==> src/design/cpuFrontPkg.sv <==
// Shared types and constants for the 6502-family instruction front end
// Each design file pulls this in with a wildcard import in its module header

package cpuFrontPkg;

    ////////////////////////////////////////////////////////////////////////////
    // Opcodes the front end recognises by value

    localparam logic [7:0] opNop    = 8'hEA;    // Loaded into IR at reset
    localparam logic [7:0] opBrk    = 8'h00;
    localparam logic [7:0] opCop    = 8'h02;
    localparam logic [7:0] opPhw    = 8'hF4;    // Push word {OP2, OP1}
    localparam logic [7:0] opPfxOsy = 8'h8B;
    localparam logic [7:0] opPfxInd = 8'h9B;
    localparam logic [7:0] opPfxSiz = 8'hAB;
    localparam logic [7:0] opPfxIsz = 8'hBB;    // IND and SIZ together
    localparam logic [7:0] opPfxOax = 8'hEB;
    localparam logic [7:0] opPfxOay = 8'hFB;

    ////////////////////////////////////////////////////////////////////////////
    // Microprogram fields

    typedef logic [4:0] uBaT;                   // Branch address field

    // Routine entry points in the microprogram
    localparam uBaT entryReset = 5'd0;
    localparam uBaT entryFetch = 5'd2;
    localparam uBaT entryInt   = 5'd3;          // Interrupt handler
    localparam uBaT entryOne   = 5'd5;          // One operand byte
    localparam uBaT entryTwo   = 5'd7;          // Two operand bytes
    localparam uBaT entryPhw   = 5'd10;         // Two reads, two writes

    typedef enum logic [1:0] {
        viaNone = 2'b00,
        viaBrv1 = 2'b01,                        // Dispatch on DI
        viaBrv2 = 2'b10,                        // Vector load, LE_Int
        viaBrv3 = 2'b11                         // Fetch and dispatch, Int test
    } viaT;

    typedef enum logic [1:0] {
        ioIdle  = 2'b00,
        ioWrite = 2'b01,
        ioRead  = 2'b10,
        ioFetch = 2'b11
    } ioOpT;

    typedef enum logic [2:0] {
        modeValid   = 3'd0,
        modeInvalid = 3'd1,
        modeCop     = 3'd2,
        modeBrk     = 3'd3,
        modeSpecial = 3'd5,                     // PHW
        modePrefix  = 3'd6
    } modeT;

    // Same bit position names the same operand register in both views
    typedef struct packed {
        logic ir;                               // IR destination
        logic op1;
        logic op2;
    } diSelT;

    typedef struct packed {
        logic none;                             // No source, DO stays 0
        logic lo;                               // Low byte, OP1
        logic hi;                               // High byte, OP2
    } doSelT;

    // Read cycles decode the field as a destination, write cycles as a source
    typedef union packed {
        diSelT diSel;
        doSelT doSel;
    } ioSelU;

    typedef struct packed {
        logic  jump;                            // Load MA from ba
        viaT   via;
        uBaT   ba;
        ioOpT  ioOp;
        ioSelU ioSel;
        logic  isr;                             // Strobe, VP takes vp
        logic  vp;
    } microWordT;

    localparam microWordT uIdleWord = '0;       // No Via, no bus cycle

    typedef struct packed {
        logic ind;
        logic siz;
        logic oax;
        logic oay;
        logic osy;
    } prefixT;

    typedef struct packed {
        modeT       mode;
        logic       rmw;
        logic [1:0] opCnt;                      // Operand bytes to read
        prefixT     prefix;                     // Flags this byte sets
        logic       phw;
    } decodeT;

endpackage

==> src/design/cpuFront.sv <==
// Top of the instruction front end: sequencer, microprogram, IR and operands
// Decodes the Via strobes into Done, SC, LE_Int and the IR load enable

`timescale 1ns/10ps

module cpuFront
    import cpuFrontPkg::*;
#(
    parameter int          uAddrWidth  = 5,
    parameter logic [15:0] resetVector = 16'hFFFC
)(
    input  logic        Clk,
    input  logic        arstN,
    input  logic        Int,                // Interrupt request
    input  logic        Wait,               // Memory not ready
    input  logic [15:0] Vector,
    input  logic [7:0]  DI,
    output logic        Done,               // Last cycle of the instruction
    output logic        SC,
    output logic        Rdy,
    output logic        LE_Int,
    output logic        VP,
    output ioOpT        IO_Op,
    output logic [7:0]  DO,
    output logic [7:0]  IR,
    output logic [7:0]  OP1,
    output logic [7:0]  OP2,
    output modeT        Mode,
    output logic        RMW,
    output prefixT      prefix
);

    ////////////////////////////////////////////////////////////////////////////
    // Strobe decode

    microWordT             uPL;
    logic [uAddrWidth-1:0] MA;
    logic [uAddrWidth-1:0] dispatchAddr;
    uBaT                   dispatchBa;      // Entry from the classifier
    logic                  brv1, brv2, brv3;
    logic                  irLoad;
    logic                  phw;

    assign Rdy  = ~Wait;                    // No ALU, so only the bus stalls
    assign brv1 = (uPL.via == viaBrv1);
    assign brv2 = (uPL.via == viaBrv2);
    assign brv3 = (uPL.via == viaBrv3);

    assign Done   = (uPL.via != viaNone);
    assign SC     = brv3;
    assign LE_Int = brv2;
    assign IO_Op  = uPL.ioOp;

    // An interrupt taken at fetch leaves IR alone
    assign irLoad       = (brv1 | (brv3 & ~Int)) & Rdy;
    assign dispatchAddr = uAddrWidth'(dispatchBa);

    ////////////////////////////////////////////////////////////////////////////
    // Units

    microSequencer #(.uAddrWidth(uAddrWidth)) uSeq (
        .Clk(Clk), .arstN(arstN), .Rdy(Rdy),
        .uPL(uPL), .Int(Int),
        .dispatchAddr(dispatchAddr),
        .MA(MA)
    );

    microProgramRom #(.uAddrWidth(uAddrWidth)) uRom (
        .Clk(Clk), .arstN(arstN), .Rdy(Rdy),
        .MA(MA),
        .uPL(uPL)                           // Registered microword
    );

    instructionUnit uInst (
        .Clk(Clk), .arstN(arstN),
        .irLoad(irLoad), .DI(DI),
        .dispatchAddr(dispatchBa),
        .IR(IR), .Mode(Mode), .RMW(RMW),
        .phw(phw), .prefix(prefix)
    );

    operandPath #(.resetVector(resetVector)) uOper (
        .Clk(Clk), .arstN(arstN), .Rdy(Rdy),
        .uPL(uPL), .loadVector(brv2), .phw(phw),
        .DI(DI), .Vector(Vector),
        .OP1(OP1), .OP2(OP2), .DO(DO), .VP(VP)
    );

endmodule

==> src/design/instructionUnit.sv <==
// Instruction register, opcode classifier, decode register and prefix flags
// DI is classified as it arrives; the same decode is registered with IR

`timescale 1ns/10ps

module instructionUnit
    import cpuFrontPkg::*;
(
    input  logic       Clk,
    input  logic       arstN,
    input  logic       irLoad,              // Opcode on DI this cycle
    input  logic [7:0] DI,
    output uBaT        dispatchAddr,        // Entry for the byte on DI
    output logic [7:0] IR,
    output modeT       Mode,
    output logic       RMW,
    output logic       phw,
    output prefixT     prefix
);

    ////////////////////////////////////////////////////////////////////////////
    // Opcode classifier

    function automatic decodeT classify(input logic [7:0] op);
        decodeT d;
        d = '0;
        case (op)
            opPfxOsy: begin d.mode = modePrefix; d.prefix.osy = 1'b1; end
            opPfxInd: begin d.mode = modePrefix; d.prefix.ind = 1'b1; end
            opPfxSiz: begin d.mode = modePrefix; d.prefix.siz = 1'b1; end
            opPfxOax: begin d.mode = modePrefix; d.prefix.oax = 1'b1; end
            opPfxOay: begin d.mode = modePrefix; d.prefix.oay = 1'b1; end
            opPfxIsz:
            begin
                d.mode       = modePrefix;
                d.prefix.ind = 1'b1;
                d.prefix.siz = 1'b1;
            end
            opPhw:
            begin
                d.mode = modeSpecial;
                d.phw  = 1'b1;
            end
            opBrk:   d.mode = modeBrk;
            opCop:   d.mode = modeCop;
            default: d.mode = (op[3:0] == 4'hB) ? modeInvalid : modeValid;
        endcase
        // Operand count from the low nibble
        if ((op[3:2] == 2'b11) || d.phw)
            d.opCnt = 2'd2;
        else if (op[0] || (op[3:2] == 2'b01))
            d.opCnt = 2'd1;
        else
            d.opCnt = 2'd0;
        d.rmw = (op[2:1] == 2'b11) && !op[0];
        return d;
    endfunction

    decodeT newDec;                         // Decode of the byte on DI
    decodeT dec;                            // Decode of IR
    prefixT p;                              // Flags set by the incoming byte

    assign newDec = classify(DI);
    assign p      = newDec.prefix;

    // Routine entry, PHW has its own routine
    always_comb
    begin
        if (newDec.phw)
            dispatchAddr = entryPhw;
        else if (newDec.opCnt == 2'd2)
            dispatchAddr = entryTwo;
        else if (newDec.opCnt == 2'd1)
            dispatchAddr = entryOne;
        else
            dispatchAddr = entryFetch;      // No operand, straight back
    end

    ////////////////////////////////////////////////////////////////////////////
    // IR, decode and prefix registers

    always_ff @(posedge Clk or negedge arstN)
    begin
        if (!arstN)
        begin
            IR     <= opNop;
            dec    <= '0;                   // NOP decode
            prefix <= '0;
        end
        else if (irLoad)
        begin
            IR  <= DI;
            dec <= newDec;
            if (newDec.mode != modePrefix)
            begin
                prefix <= '0;               // Any real opcode ends the chain
            end
            else
            begin
                prefix.ind <= p.ind | prefix.ind;
                prefix.siz <= p.siz | prefix.siz;
                prefix.oax <= p.oax | (prefix.oax & ~p.oay);
                prefix.oay <= p.oay | (prefix.oay & ~p.osy & ~p.oax);
                prefix.osy <= p.osy | (prefix.osy & ~p.oay);
            end
        end
    end

    assign Mode = dec.mode;
    assign RMW  = dec.rmw;
    assign phw  = dec.phw;

endmodule

==> src/design/microProgramRom.sv <==
// Microprogram store as a case table, followed by the uPL pipeline register
// Routines: reset, fetch, interrupt entry, operand reads and PHW writes

`timescale 1ns/10ps

module microProgramRom
    import cpuFrontPkg::*;
#(
    parameter int uAddrWidth = 5
)(
    input  logic                  Clk,
    input  logic                  arstN,
    input  logic                  Rdy,
    input  logic [uAddrWidth-1:0] MA,
    output microWordT             uPL
);

    microWordT uRom;                                // Word at MA

    always_comb
    begin
        uRom = uIdleWord;
        case (MA)
            // Reset: vector load, vector pull, then fall into fetch
            uAddrWidth'(entryReset):
                uRom.via = viaBrv2;
            uAddrWidth'(entryReset + 5'd1):
            begin
                uRom.isr = 1'b1;
                uRom.vp  = 1'b1;
            end
            uAddrWidth'(entryFetch):
            begin
                uRom.ioOp = ioFetch;
                uRom.via  = viaBrv3;
                uRom.isr  = 1'b1;                   // VP drops here
            end
            // Interrupt entry mirrors the reset routine
            uAddrWidth'(entryInt):
                uRom.via = viaBrv2;
            uAddrWidth'(entryInt + 5'd1):
            begin
                uRom.isr  = 1'b1;
                uRom.vp   = 1'b1;
                uRom.jump = 1'b1;
                uRom.ba   = entryFetch;
            end
            uAddrWidth'(entryOne):
            begin
                uRom.ioOp              = ioRead;
                uRom.ioSel.diSel.op1   = 1'b1;
                uRom.jump              = 1'b1;
                uRom.ba                = entryFetch;
            end
            uAddrWidth'(entryTwo), uAddrWidth'(entryPhw):
            begin
                uRom.ioOp              = ioRead;    // Low operand byte
                uRom.ioSel.diSel.op1   = 1'b1;
            end
            uAddrWidth'(entryTwo + 5'd1):
            begin
                uRom.ioOp              = ioRead;
                uRom.ioSel.diSel.op2   = 1'b1;
                uRom.jump              = 1'b1;
                uRom.ba                = entryFetch;
            end
            uAddrWidth'(entryPhw + 5'd1):
            begin
                uRom.ioOp              = ioRead;
                uRom.ioSel.diSel.op2   = 1'b1;
            end
            uAddrWidth'(entryPhw + 5'd2):
            begin
                uRom.ioOp              = ioWrite;   // High byte pushed first
                uRom.ioSel.doSel.hi    = 1'b1;
            end
            uAddrWidth'(entryPhw + 5'd3):
            begin
                uRom.ioOp              = ioWrite;
                uRom.ioSel.doSel.lo    = 1'b1;
                uRom.jump              = 1'b1;
                uRom.ba                = entryFetch;
            end
            default:
            begin
                uRom.jump = 1'b1;                   // Unused words recover at fetch
                uRom.ba   = entryFetch;
            end
        endcase
    end

    // Pipeline register, holds through a stall
    always_ff @(posedge Clk or negedge arstN)
    begin
        if (!arstN)
        begin
            uPL <= uIdleWord;
        end
        else if (Rdy)
        begin
            uPL <= uRom;
        end
    end

endmodule

==> src/design/microSequencer.sv <==
// Microprogram address sequencer with the Via branch address multiplexer
// Produces MA from the current microword; the counter steps only with Rdy

`timescale 1ns/10ps

module microSequencer
    import cpuFrontPkg::*;
#(
    parameter int uAddrWidth = 5
)(
    input  logic                  Clk,
    input  logic                  arstN,
    input  logic                  Rdy,
    input  microWordT             uPL,            // Current microword
    input  logic                  Int,            // Pending interrupt
    input  logic [uAddrWidth-1:0] dispatchAddr,   // Routine entry from decode
    output logic [uAddrWidth-1:0] MA
);

    ////////////////////////////////////////////////////////////////////////////
    // Local signals

    logic [uAddrWidth-1:0] uPC;                     // Address after current word
    logic                  dispatch;
    logic                  takeInt;

    // BRV1 and BRV3 both branch through the decoder
    assign dispatch = (uPL.via == viaBrv1) || (uPL.via == viaBrv3);

    // Int is only honoured on the fetch word
    assign takeInt = (uPL.via == viaBrv3) && Int;

    ////////////////////////////////////////////////////////////////////////////
    // Next address select

    always_comb
    begin
        if (uPL.jump)
        begin
            MA = uAddrWidth'(uPL.ba);               // Unconditional jump
        end
        else if (dispatch)
        begin
            MA = takeInt ? uAddrWidth'(entryInt) : dispatchAddr;
        end
        else
        begin
            MA = uPC;                               // Fall through
        end
    end

    ////////////////////////////////////////////////////////////////////////////
    // Microprogram counter

    always_ff @(posedge Clk or negedge arstN)
    begin
        if (!arstN)
        begin
            uPC <= '0;                              // MA = reset routine
        end
        else if (Rdy)
        begin
            uPC <= MA + 1'b1;
        end
    end

endmodule

==> src/design/operandPath.sv <==
// Operand registers OP1/OP2, vector pull flag and the data output mux
// Reads land at the end of the cycle; writes put OP2 or OP1 on DO

`timescale 1ns/10ps

module operandPath
    import cpuFrontPkg::*;
#(
    parameter logic [15:0] resetVector = 16'hFFFC
)(
    input  logic       Clk,
    input  logic       arstN,
    input  logic       Rdy,
    input  microWordT  uPL,
    input  logic       loadVector,          // BRV2 word
    input  logic       phw,                 // IR holds PHW
    input  logic [7:0] DI,
    input  logic [15:0] Vector,
    output logic [7:0] OP1,
    output logic [7:0] OP2,
    output logic [7:0] DO,
    output logic       VP
);

    logic rdCycle, wrCycle;
    logic ldOp1, ldOp2, ldVec;

    assign rdCycle = (uPL.ioOp == ioRead);
    assign wrCycle = (uPL.ioOp == ioWrite);
    assign ldVec   = loadVector & Rdy;
    assign ldOp1   = rdCycle & uPL.ioSel.diSel.op1 & Rdy;
    assign ldOp2   = rdCycle & uPL.ioSel.diSel.op2 & Rdy;

    ////////////////////////////////////////////////////////////////////////////
    // Operand registers and VP

    always_ff @(posedge Clk or negedge arstN)
    begin
        if (!arstN)
        begin
            OP1 <= resetVector[7:0];
            OP2 <= resetVector[15:8];
            VP  <= 1'b0;
        end
        else
        begin
            if (ldVec)
                OP1 <= Vector[7:0];         // Vector wins over a read
            else if (ldOp1)
                OP1 <= DI;
            if (ldVec)
                OP2 <= Vector[15:8];
            else if (ldOp2)
                OP2 <= DI;
            if (Rdy && uPL.isr)
                VP <= uPL.vp;               // Set on entry, cleared at fetch
        end
    end

    // Write data, only PHW has a source here
    always_comb
    begin
        DO = '0;
        if (wrCycle && phw)
        begin
            if (uPL.ioSel.doSel.hi)
                DO = OP2;
            else if (uPL.ioSel.doSel.lo)
                DO = OP1;
        end
    end

endmodule

==> config.mk <==
export PLATFORM = sky130hd
export DESIGN_NAME = cpuFront
export DESIGN_NICKNAME = d
export VERILOG_FILES = /design/src/design/cpuFrontPkg.sv /design/src/design/cpuFront.sv /design/src/design/instructionUnit.sv /design/src/design/microProgramRom.sv /design/src/design/microSequencer.sv /design/src/design/operandPath.sv
export SDC_FILE = /design/constraint.sdc
export NUM_CORES = 1
export LEC_CHECK = 0
export BUFFER_PORTS_ARGS = -buffer_cell sky130_fd_sc_hd__buf_2
export CELL_PAD_IN_SITES_DETAIL_PLACEMENT = 1
export CELL_PAD_IN_SITES_GLOBAL_PLACEMENT = 2
export CORE_MARGIN = 5
export CORE_UTILIZATION = 34
export DETAILED_ROUTE_END_ITERATION = 12
export PLACE_DENSITY = 0.78
export SYNTH_ARGS = -nofsm -noshare
export SYNTH_HDL_FRONTEND = slang
export SYNTH_HIERARCHICAL = 1
export SYNTH_SLANG_ARGS = --single-unit
==> constraint.sdc <==
create_clock -name Clk -period 2.15 [get_ports Clk]
set_input_delay 0.215 -clock Clk [delete_from_list [all_inputs] [get_ports Clk]]
set_output_delay 0.215 -clock Clk [all_outputs]
set_load 0.02 [all_outputs]
==> impl_metrics.env, run 1 <==
export IMPL_worst_slew_pin_slew_ps=658
export IMPL_setup_violations=0
export IMPL_grt_pass1_vias=2642
export IMPL_maxCapViolations=0
export IMPL_path_clk_slew_ps=100
export IMPL_syn2layout_area_growth_pct=21.1
export IMPL_relSlewSlack_pct=56.1
export IMPL_insertion_delay_ps=310
export IMPL_dieArea_mm2=0.0110
export IMPL_overflow=0
export IMPL_highest_layer="met4"
export IMPL_ir_drop_mv=0.362
export IMPL_powerDensity_mw_per_mm2=1330
export IMPL_track_usage_pct=15.7
export IMPL_num_vias=2427
export IMPL_reg2reg_slack_ps=100
export IMPL_multi_input_area_mm2=0.00158
export IMPL_met3_length_um=394
export IMPL_worstSetupEndpointType="register"
export IMPL_grt_pass1_wl_mm=14.2
export IMPL_wl_mm=8.49
export IMPL_cts_buffers=5
export IMPL_r2r_start="uRom/uPL[12]$_DFFE_PN0P_"
export IMPL_fin_tns_setup_ps=0
export IMPL_num_io_pins=76
export IMPL_io_buffers=75
export IMPL_std_cell_rows=34
export IMPL_ys_warnings_count=6
export IMPL_hpwl_mm=6.43
export IMPL_cts_hold_buffers=0
export IMPL_startpoint="uRom/uPL[12]$_DFFE_PN0P_"
export IMPL_status="finished, final reports clean"
export IMPL_die_w_um=105
export IMPL_start_util_pct=34.9
export IMPL_post_drt_wl_per_cell_um=18.0
export IMPL_finalHoldViolCount=0
export IMPL_seq_area_mm2=0.00125
export IMPL_grt_max_degree=50
export IMPL_die_h_um=105
export IMPL_met2_wirelength_mm=4.20
export IMPL_synthesis_area_mm2=0.00306
export IMPL_final_period_utilization_pct=95.4
export IMPL_final_util_pct=42.2
export IMPL_diodes=0
export IMPL_cts_buffer_depth=2
export IMPL_cts_htree_levels=2
export IMPL_setup_worst_path_class="reg2reg"
export IMPL_vias_per_cell=5.13
export IMPL_pre_cts_slack_ps=-70.5
export IMPL_crit_path_max_fanout=12
export IMPL_drtIter0Drc=84
export IMPL_startpoint_type="register"
export IMPL_wl_met1_mm=3.78
export IMPL_fin_cells=473
export IMPL_antenna_found_initial=0
export IMPL_clockRootBuffer="clkbuf_8"
export IMPL_finalNetCount=393
export IMPL_fillers=1009
export IMPL_final_common_cell="buf_2"
export IMPL_cts_tree="built"
export IMPL_place_inst=463
export IMPL_clkSinkCount=49
export IMPL_required_ps=2340
export IMPL_fin_crit_ps=2050
export IMPL_drc=0
export IMPL_r2r_end="uRom/uPL[6]$_DFFE_PN0P_"
export IMPL_fin_ws_ps=98.9
export IMPL_synth_cells=281
export IMPL_drt_pre_antenna_iters=4
export IMPL_cp_arrival_ps=2240
export IMPL_gp_congestion=0.819
export IMPL_drv_slew=0
export IMPL_fmax_mhz=488
export IMPL_skew_ps=11.5
export IMPL_antenna_left=0
export IMPL_p_leak_uw=0.00168
export IMPL_avgSynthCellArea_um2=10.9
export IMPL_core_mm2=0.00876
export IMPL_endpoint="uRom/uPL[6]$_DFFE_PN0P_"
export IMPL_drive_gt1_share_pct=52.6
export IMPL_ff2ff_path_depth=8
export IMPL_hp_class="in2async"
export IMPL_final_cell_mix="buf_2, dfrtp_1, buf_4, mux2_2, nor2_1"
critical path, stage by stage, from the launching register on:
cell,delay [ps]
dfrtp_2,450
a21boi_4,170
nor2b_1,140
o31a_1,320
inv_1,100
buf_4,170
and2b_1,190
nor2_1,50
o31ai_1,340
registers in the layout (all words and copies together) (netlist names):
signal        cells
uOper/VP          1
uInst/IR          8
uInst/Mode        3
uSeq/uPC          5
uInst/RMW         1
uInst/phw         1
uInst/prefix      5
uOper/OP2         8
uOper/OP1         8
uRom/uPL          9
how the worst min path moves through the flow:
| stage | startpoint | to | slack, ps | depth (start not counted) |
|---|---|---|---|---|
| floorplan | arstN | uInst/IR[0]$_DFFE_PN0P_ | -80 | 0 |
| global placement | arstN | uOper/VP$_DFFE_PN0P_ | 370 | 2 |
| detailed placement | arstN | uOper/VP$_DFFE_PN0P_ | 370 | 2 |
| CTS | arstN | uOper/VP$_DFFE_PN0P_ | 30 | 2 |
| global route | arstN | uOper/VP$_DFFE_PN0P_ | 70 | 2 |
| finish | arstN | uOper/VP$_DFFE_PN0P_ | 5 | 2 |
final cells by class:
class	count	area share, %
well taps	108	3.65
flip-flops and latches	49	33.8
repair buffers	98	14.8
multi-input cells	191	42.7
clock buffers	5	1.86
inverters	19	1.93
clock inverters	3	1.28
per-layer routing:
layer | global-route usage, % | up-vias
met4 | 3.93 | 0
li1 | - | 1145
met3 | 3.27 | 8
met1 | 20.9 | 1218
met5 | 0 | -
met2 | 26.2 | 56
per-stage QoR:
stage	power (uW)	hold WS (ps)	instance area [um^2]
floorplan	3530	-80.6	3090
global placement	4170	374	3560
detailed placement	4260	374	3560
CTS	4970	35.0	3680
global route	5280	66.6	3700
finish	4920	5.05	3700
power breakdown:
part	total (uW)	switching, uW	internal [uW]
Combinational	2460	1340	1120
Clock	699	344	356
Sequential	1770	328	1440
Total	4920	2010	2920
timing repair:
item,4_1_cts,5_1_grt
buffers inserted,0,2
endpoints found under the setup margin,0,3
gates resized for setup,0,2
No activity file was read; power rests on OpenSTA's default activity.
==> run 2, diff against run 1 <==
- CORE_UTILIZATION: 34 -> 30
- PLACE_DENSITY: 0.78 -> 0.72
- clock period: 2.15 -> 1.8 ns (I/O delays scaled with it)
==> impl_metrics.env, run 2 (same netlist as run 1, synthesis figures left out) <==
export IMPL_antenna_left=0
export IMPL_post_drt_wl_per_cell_um=17.5
export IMPL_start_util_pct=31.0
export IMPL_track_usage_pct=14.4
export IMPL_crit_path_max_fanout=6
export IMPL_hpwl_mm=6.80
export IMPL_fmax_mhz=532
export IMPL_crit_path_top_delay_cell="dfrtp_1"
export IMPL_startpoint_type="register"
export IMPL_cts_buffers=5
export IMPL_worstSetupEndpointType="register"
export IMPL_io_buffers=75
export IMPL_dieArea_mm2=0.0123
export IMPL_grt_max_degree=27
export IMPL_vias_per_cell=4.79
export IMPL_fin_tns_setup_ps=-248
export IMPL_cp_arrival_ps=2100
export IMPL_p_leak_uw=0.00180
export IMPL_fin_ws_ps=-79.6
export IMPL_die_w_um=111
export IMPL_setup_violations=6
export IMPL_insertion_delay_ps=300
export IMPL_ir_drop_mv=0.574
export IMPL_core_mm2=0.00986
export IMPL_cts_buffer_depth=2
export IMPL_largest_register_ffs=9
export IMPL_hp_start="Vector[13]"
export IMPL_num_vias=2478
export IMPL_worst_slew_pin_slew_ps=570
export IMPL_swShare_pct=41.0
export IMPL_skew_ps=6.91
export IMPL_antenna_found_initial=0
export IMPL_std_cell_rows=36
export IMPL_num_io_pins=76
export IMPL_fillers=1105
export IMPL_top_register="uRom/uPL"
export IMPL_cts_htree_levels=2
export IMPL_violations="negative setup slack"
export IMPL_cts_tree="built"
export IMPL_drc=0
export IMPL_required_ps=2020
export IMPL_powerDensity_mw_per_mm2=1590
export IMPL_drtIter0Drc=112
export IMPL_critPathBufInv=2
export IMPL_p_switching_uw=2630
export IMPL_r2r_start="uRom/uPL[12]$_DFFE_PN0P_"
export IMPL_combPwrFrac_pct=55.9
export IMPL_drv_slew=0
export IMPL_finalNetCount=412
export IMPL_reg2reg_slack_ps=-80
export IMPL_r2r_end="uSeq/uPC[4]$_DFFE_PN0P_"
export IMPL_syn2layout_area_growth_pct=32.1
export IMPL_rsz0062_at_grt="yes"
export IMPL_relSlewSlack_pct=62.0
export IMPL_power_frac_seq_pct=32.7
export IMPL_clkSinkCount=49
export IMPL_ff2ff_path_depth=9
export IMPL_drive_gt1_share_pct=60.4
export IMPL_final_util_pct=40.9
export IMPL_final_period_utilization_pct=104
export IMPL_gp_congestion=0.790
export IMPL_p_int_uw=3780
export IMPL_clockRootBuffer="clkbuf_8"
export IMPL_final_cell_mix="buf_2, buf_4, dfrtp_1"
export IMPL_path_clk_slew_ps=90
export IMPL_p_clk_share_pct=11.4
export IMPL_status="finished, violations left"
export IMPL_maxCapViolations=0
export IMPL_setup_worst_path_class="reg2reg"
export IMPL_grt_pass1_vias=2691
export IMPL_crit_path_max_incr_delay_ps=390
export IMPL_fin_crit_ps=1880
export IMPL_wl_mm=9.05
export IMPL_overflow=0
export IMPL_worstHoldEndpoint="uOper/OP2[5]$_DFFE_PN1P_"
export IMPL_hold_slack_ps=234
export IMPL_grt_pass1_wl_mm=14.3
export IMPL_die_h_um=111
export IMPL_crit_path_cell_trace="a21boi_4 > buf_6 > nor2b_4 > o31a_1 > inv_4 > ha_4 > nor3b_4 > nand3_1 > a31oi_1"
export IMPL_hp_class="in2reg"
export IMPL_hold_depth=3
export IMPL_drt_pre_antenna_iters=6
export IMPL_diodes=0
export IMPL_finalHoldViolCount=0
export IMPL_crit_family="compound AO/OA/AOI/OAI gates"
export IMPL_final_common_cell="buf_2"
## run 2: changes by cell type in the layout (fill, tap and decap cells not counted), moves of 3 or more
| cell | delta |
|---|---|
| inv_1 | -5 |
| inv_2 | +3 |
| buf_6 | +3 |
| buf_4 | +13 |
## run 2: worst max path at each step
stage                             startpoint                  endpoint  slack [ps]  cells after the start
floorplan                              DI[6]   uRom/uPL[6]$_DFFE_PN0P_        -190                     12
global placement                       DI[2]  uRom/uPL[13]$_DFFE_PN0P_        -290                     10
detailed placement                     DI[6]   uSeq/uPC[4]$_DFFE_PN0P_        -310                     11
CTS                 uRom/uPL[12]$_DFFE_PN0P_   uRom/uPL[3]$_DFFE_PN0P_        -130                     10
global route        uRom/uPL[12]$_DFFE_PN0P_   uSeq/uPC[4]$_DFFE_PN0P_        -160                      9
finish              uRom/uPL[12]$_DFFE_PN0P_   uSeq/uPC[4]$_DFFE_PN0P_         -80                      9
## run 2: final cells by class
type	instances	area, um^2	share of cell area, %
repair buffers	116	709	17.6
clock inverters	1	5.00	0.124
clock buffers	7	97.6	2.42
flip-flops and latches	49	1250	31.0
multi-input cells	192	1730	42.8
inverters	19	78.8	1.95
well taps	133	166	4.12
## run 2: per-layer routing
metal	vias up	wire (um)	track usage, %	share of wire, %
li1	1189	-	-	-
met1	1242	3920	17.3	43
met2	42	4760	26.3	53
met3	5	286	2.35	3.2
met4	0	90	3.94	0.99
met5	-	0	0	0
## run 2: through the flow
step,worst slack (ps),total power (uW),cells,area [um^2]
after global placement,-285,5250,504,3760
final,-79.6,6400,517,4040
after floorplan,-193,4310,284,3150
after global routing,-159,6820,517,4040
after detailed placement,-314,5360,504,3760
after CTS,-131,6240,515,3930
## run 2: power by group through the flow
stage,logic [uW],clock network [uW],registers (uW)
global route,3850,812,2160
detailed placement,3260,0,2100
CTS,3400,763,2080
global placement,3180,0,2070
finish,3580,731,2090
floorplan,1840,0,2470
## run 2: repair_timing
item                                   4_1_cts  5_1_grt
hold buffers                                 1        0
setup endpoints to repair                   19       17
gates cloned                                 0        1
pin swaps                                   10        5
setup buffers                                3        1
gates resized for setup                     11       22
endpoints found under the hold margin        7        0
## run 2: tightest hold or removal path: stages
cell and delay (ps):
buf_2 80, mux2_4 120, mux2_4 130
==> run 3, diff against run 2 <==
- SKIP_LAST_GASP: not set -> 1
==> impl_metrics.env, run 3 (same netlist as run 1, synthesis figures left out) <==
export IMPL_syn2layout_area_growth_pct=32.1
export IMPL_p_leak_uw=0.00180
export IMPL_powerDensity_mw_per_mm2=1590
export IMPL_drv_slew=0
export IMPL_antenna_left=0
export IMPL_final_cell_mix="buf_2, buf_4, dfrtp_1"
export IMPL_dieArea_mm2=0.0123
export IMPL_io_buffers=75
export IMPL_gp_congestion=0.790
export IMPL_final_period_utilization_pct=104
export IMPL_r2r_end="uSeq/uPC[4]$_DFFE_PN0P_"
export IMPL_drtIter0Drc=98
export IMPL_post_drt_wl_per_cell_um=17.5
export IMPL_drt_pre_antenna_iters=4
export IMPL_cp_arrival_ps=2100
export IMPL_worstSetupEndpointType="register"
export IMPL_vias_per_cell=4.81
export IMPL_setup_violations=6
export IMPL_cts_buffer_depth=2
export IMPL_fin_crit_ps=1880
export IMPL_die_h_um=111
export IMPL_reg2reg_slack_ps=-80
export IMPL_ff2ff_path_depth=9
export IMPL_final_util_pct=40.9
export IMPL_grt_pass1_vias=2691
export IMPL_startpoint_type="register"
export IMPL_worstHoldEndpoint="uOper/OP2[5]$_DFFE_PN1P_"
export IMPL_hold_depth=3
export IMPL_grt_max_degree=27
export IMPL_cts_tree="built"
export IMPL_relSlewSlack_pct=62.2
export IMPL_die_w_um=111
export IMPL_num_io_pins=76
export IMPL_hp_class="in2reg"
export IMPL_maxCapViolations=0
export IMPL_clkSinkCount=49
export IMPL_required_ps=2020
export IMPL_power_uw=6400
export IMPL_start_util_pct=31.0
export IMPL_r2r_start="uRom/uPL[13]$_DFFE_PN0P_"
export IMPL_drc=0
export IMPL_ir_drop_mv=0.574
export IMPL_largest_register_ffs=9
export IMPL_status="finished, violations left"
export IMPL_insertion_delay_ps=300
export IMPL_cts_htree_levels=2
export IMPL_fin_ws_ps=-76.0
export IMPL_fillers=1105
export IMPL_num_vias=2489
export IMPL_wl_mm=9.06
export IMPL_overflow=0
export IMPL_final_common_cell="buf_2"
export IMPL_diodes=0
export IMPL_worst_slew_pin_slew_ps=567
export IMPL_skew_ps=6.93
export IMPL_hpwl_mm=6.80
export IMPL_rsz0062_at_grt="yes"
export IMPL_track_usage_pct=14.4
export IMPL_cts_buffers=5
export IMPL_antenna_found_initial=0
export IMPL_clockRootBuffer="clkbuf_8"
export IMPL_std_cell_rows=36
export IMPL_fmax_mhz=533
export IMPL_fin_tns_setup_ps=-249
export IMPL_finalHoldViolCount=0
export IMPL_finalNetCount=412
export IMPL_crit_path_max_fanout=6
export IMPL_path_clk_slew_ps=90
export IMPL_hp_start="Vector[13]"
export IMPL_grt_pass1_wl_mm=14.3
export IMPL_drive_gt1_share_pct=60.4
export IMPL_core_mm2=0.00986
export IMPL_setup_worst_path_class="reg2reg"
export IMPL_violations="negative setup slack"
export IMPL_top_register="uRom/uPL"
export IMPL_pre_cts_slack_ps=-314
-- run 3: cell counts in the layout (fill, tap and decap cells not counted) --
Identical to the previous run, type by type.
-- run 3: per-layer routing --
| metal | global-route usage, % | vias to the layer above | wire length, um |
|---|---|---|---|
| met2 | 26.3 | 42 | 4770 |
| met4 | 3.94 | 0 | 90 |
| met3 | 2.35 | 5 | 286 |
| li1 | - | 1188 | - |
| met1 | 17.3 | 1254 | 3910 |
| met5 | 0 | - | 0 |
-- run 3: stage by stage --
stage | hold slack, ps | instances | instance area (um^2)
CTS | 224 | 515 | 3930
global placement | 211 | 504 | 3760
global route | 229 | 517 | 4040
floorplan | -116 | 284 | 3150
finish | 236 | 517 | 4040
detailed placement | 208 | 504 | 3760
-- run 3: final cells by class --
cell class              count  area (um^2)  share of cell area [%]
multi-input cells         192         1730                    42.8
repair buffers            116          709                    17.6
well taps                 133          166                    4.12
inverters                  19         78.8                    1.95
flip-flops and latches     49         1250                    31.0
clock buffers               7         97.6                    2.42
clock inverters             1         5.00                   0.124
-- run 3: power breakdown --
group | switching [uW] | leakage (uW) | total, uW | internal, uW
combinational | 1880 | 0.00116 | 3580 | 1700
sequential | 371 | 0.000585 | 2090 | 1720
clock | 370 | 0.0000534 | 728 | 357
-- run 3: timing repair --
action,CTS,global route
buffers inserted,3,1
gates cloned,0,1
setup endpoints to repair,19,17
hold buffers,1,0
hold endpoints to repair,7,0
pin swaps,9,5
gates resized for setup,11,22
-- run 3: worst max-delay path by stage --
stage                             start                       end  slack [ps]  depth (start not counted)
2_1_floorplan                     DI[6]   uRom/uPL[6]$_DFFE_PN0P_        -190                         12
3_3_place_gp                      DI[2]  uRom/uPL[13]$_DFFE_PN0P_        -290                         10
3_5_place_dp                      DI[6]   uSeq/uPC[4]$_DFFE_PN0P_        -310                         11
4_1_cts        uRom/uPL[12]$_DFFE_PN0P_   uRom/uPL[3]$_DFFE_PN0P_        -130                         10
5_1_grt        uRom/uPL[12]$_DFFE_PN0P_   uSeq/uPC[4]$_DFFE_PN0P_        -160                          9
6_report       uRom/uPL[13]$_DFFE_PN0P_   uSeq/uPC[4]$_DFFE_PN0P_         -80                          9
-- run 3: worst max-delay path: stages, from the launching register on --
cell and delay, ps:
dfrtp_1 420, a21boi_4 170, buf_6 140, nor2b_4 140, o31a_1 200, inv_4 80
ha_4 160, nor3b_4 150, a21o_1 190, a31oi_1 150
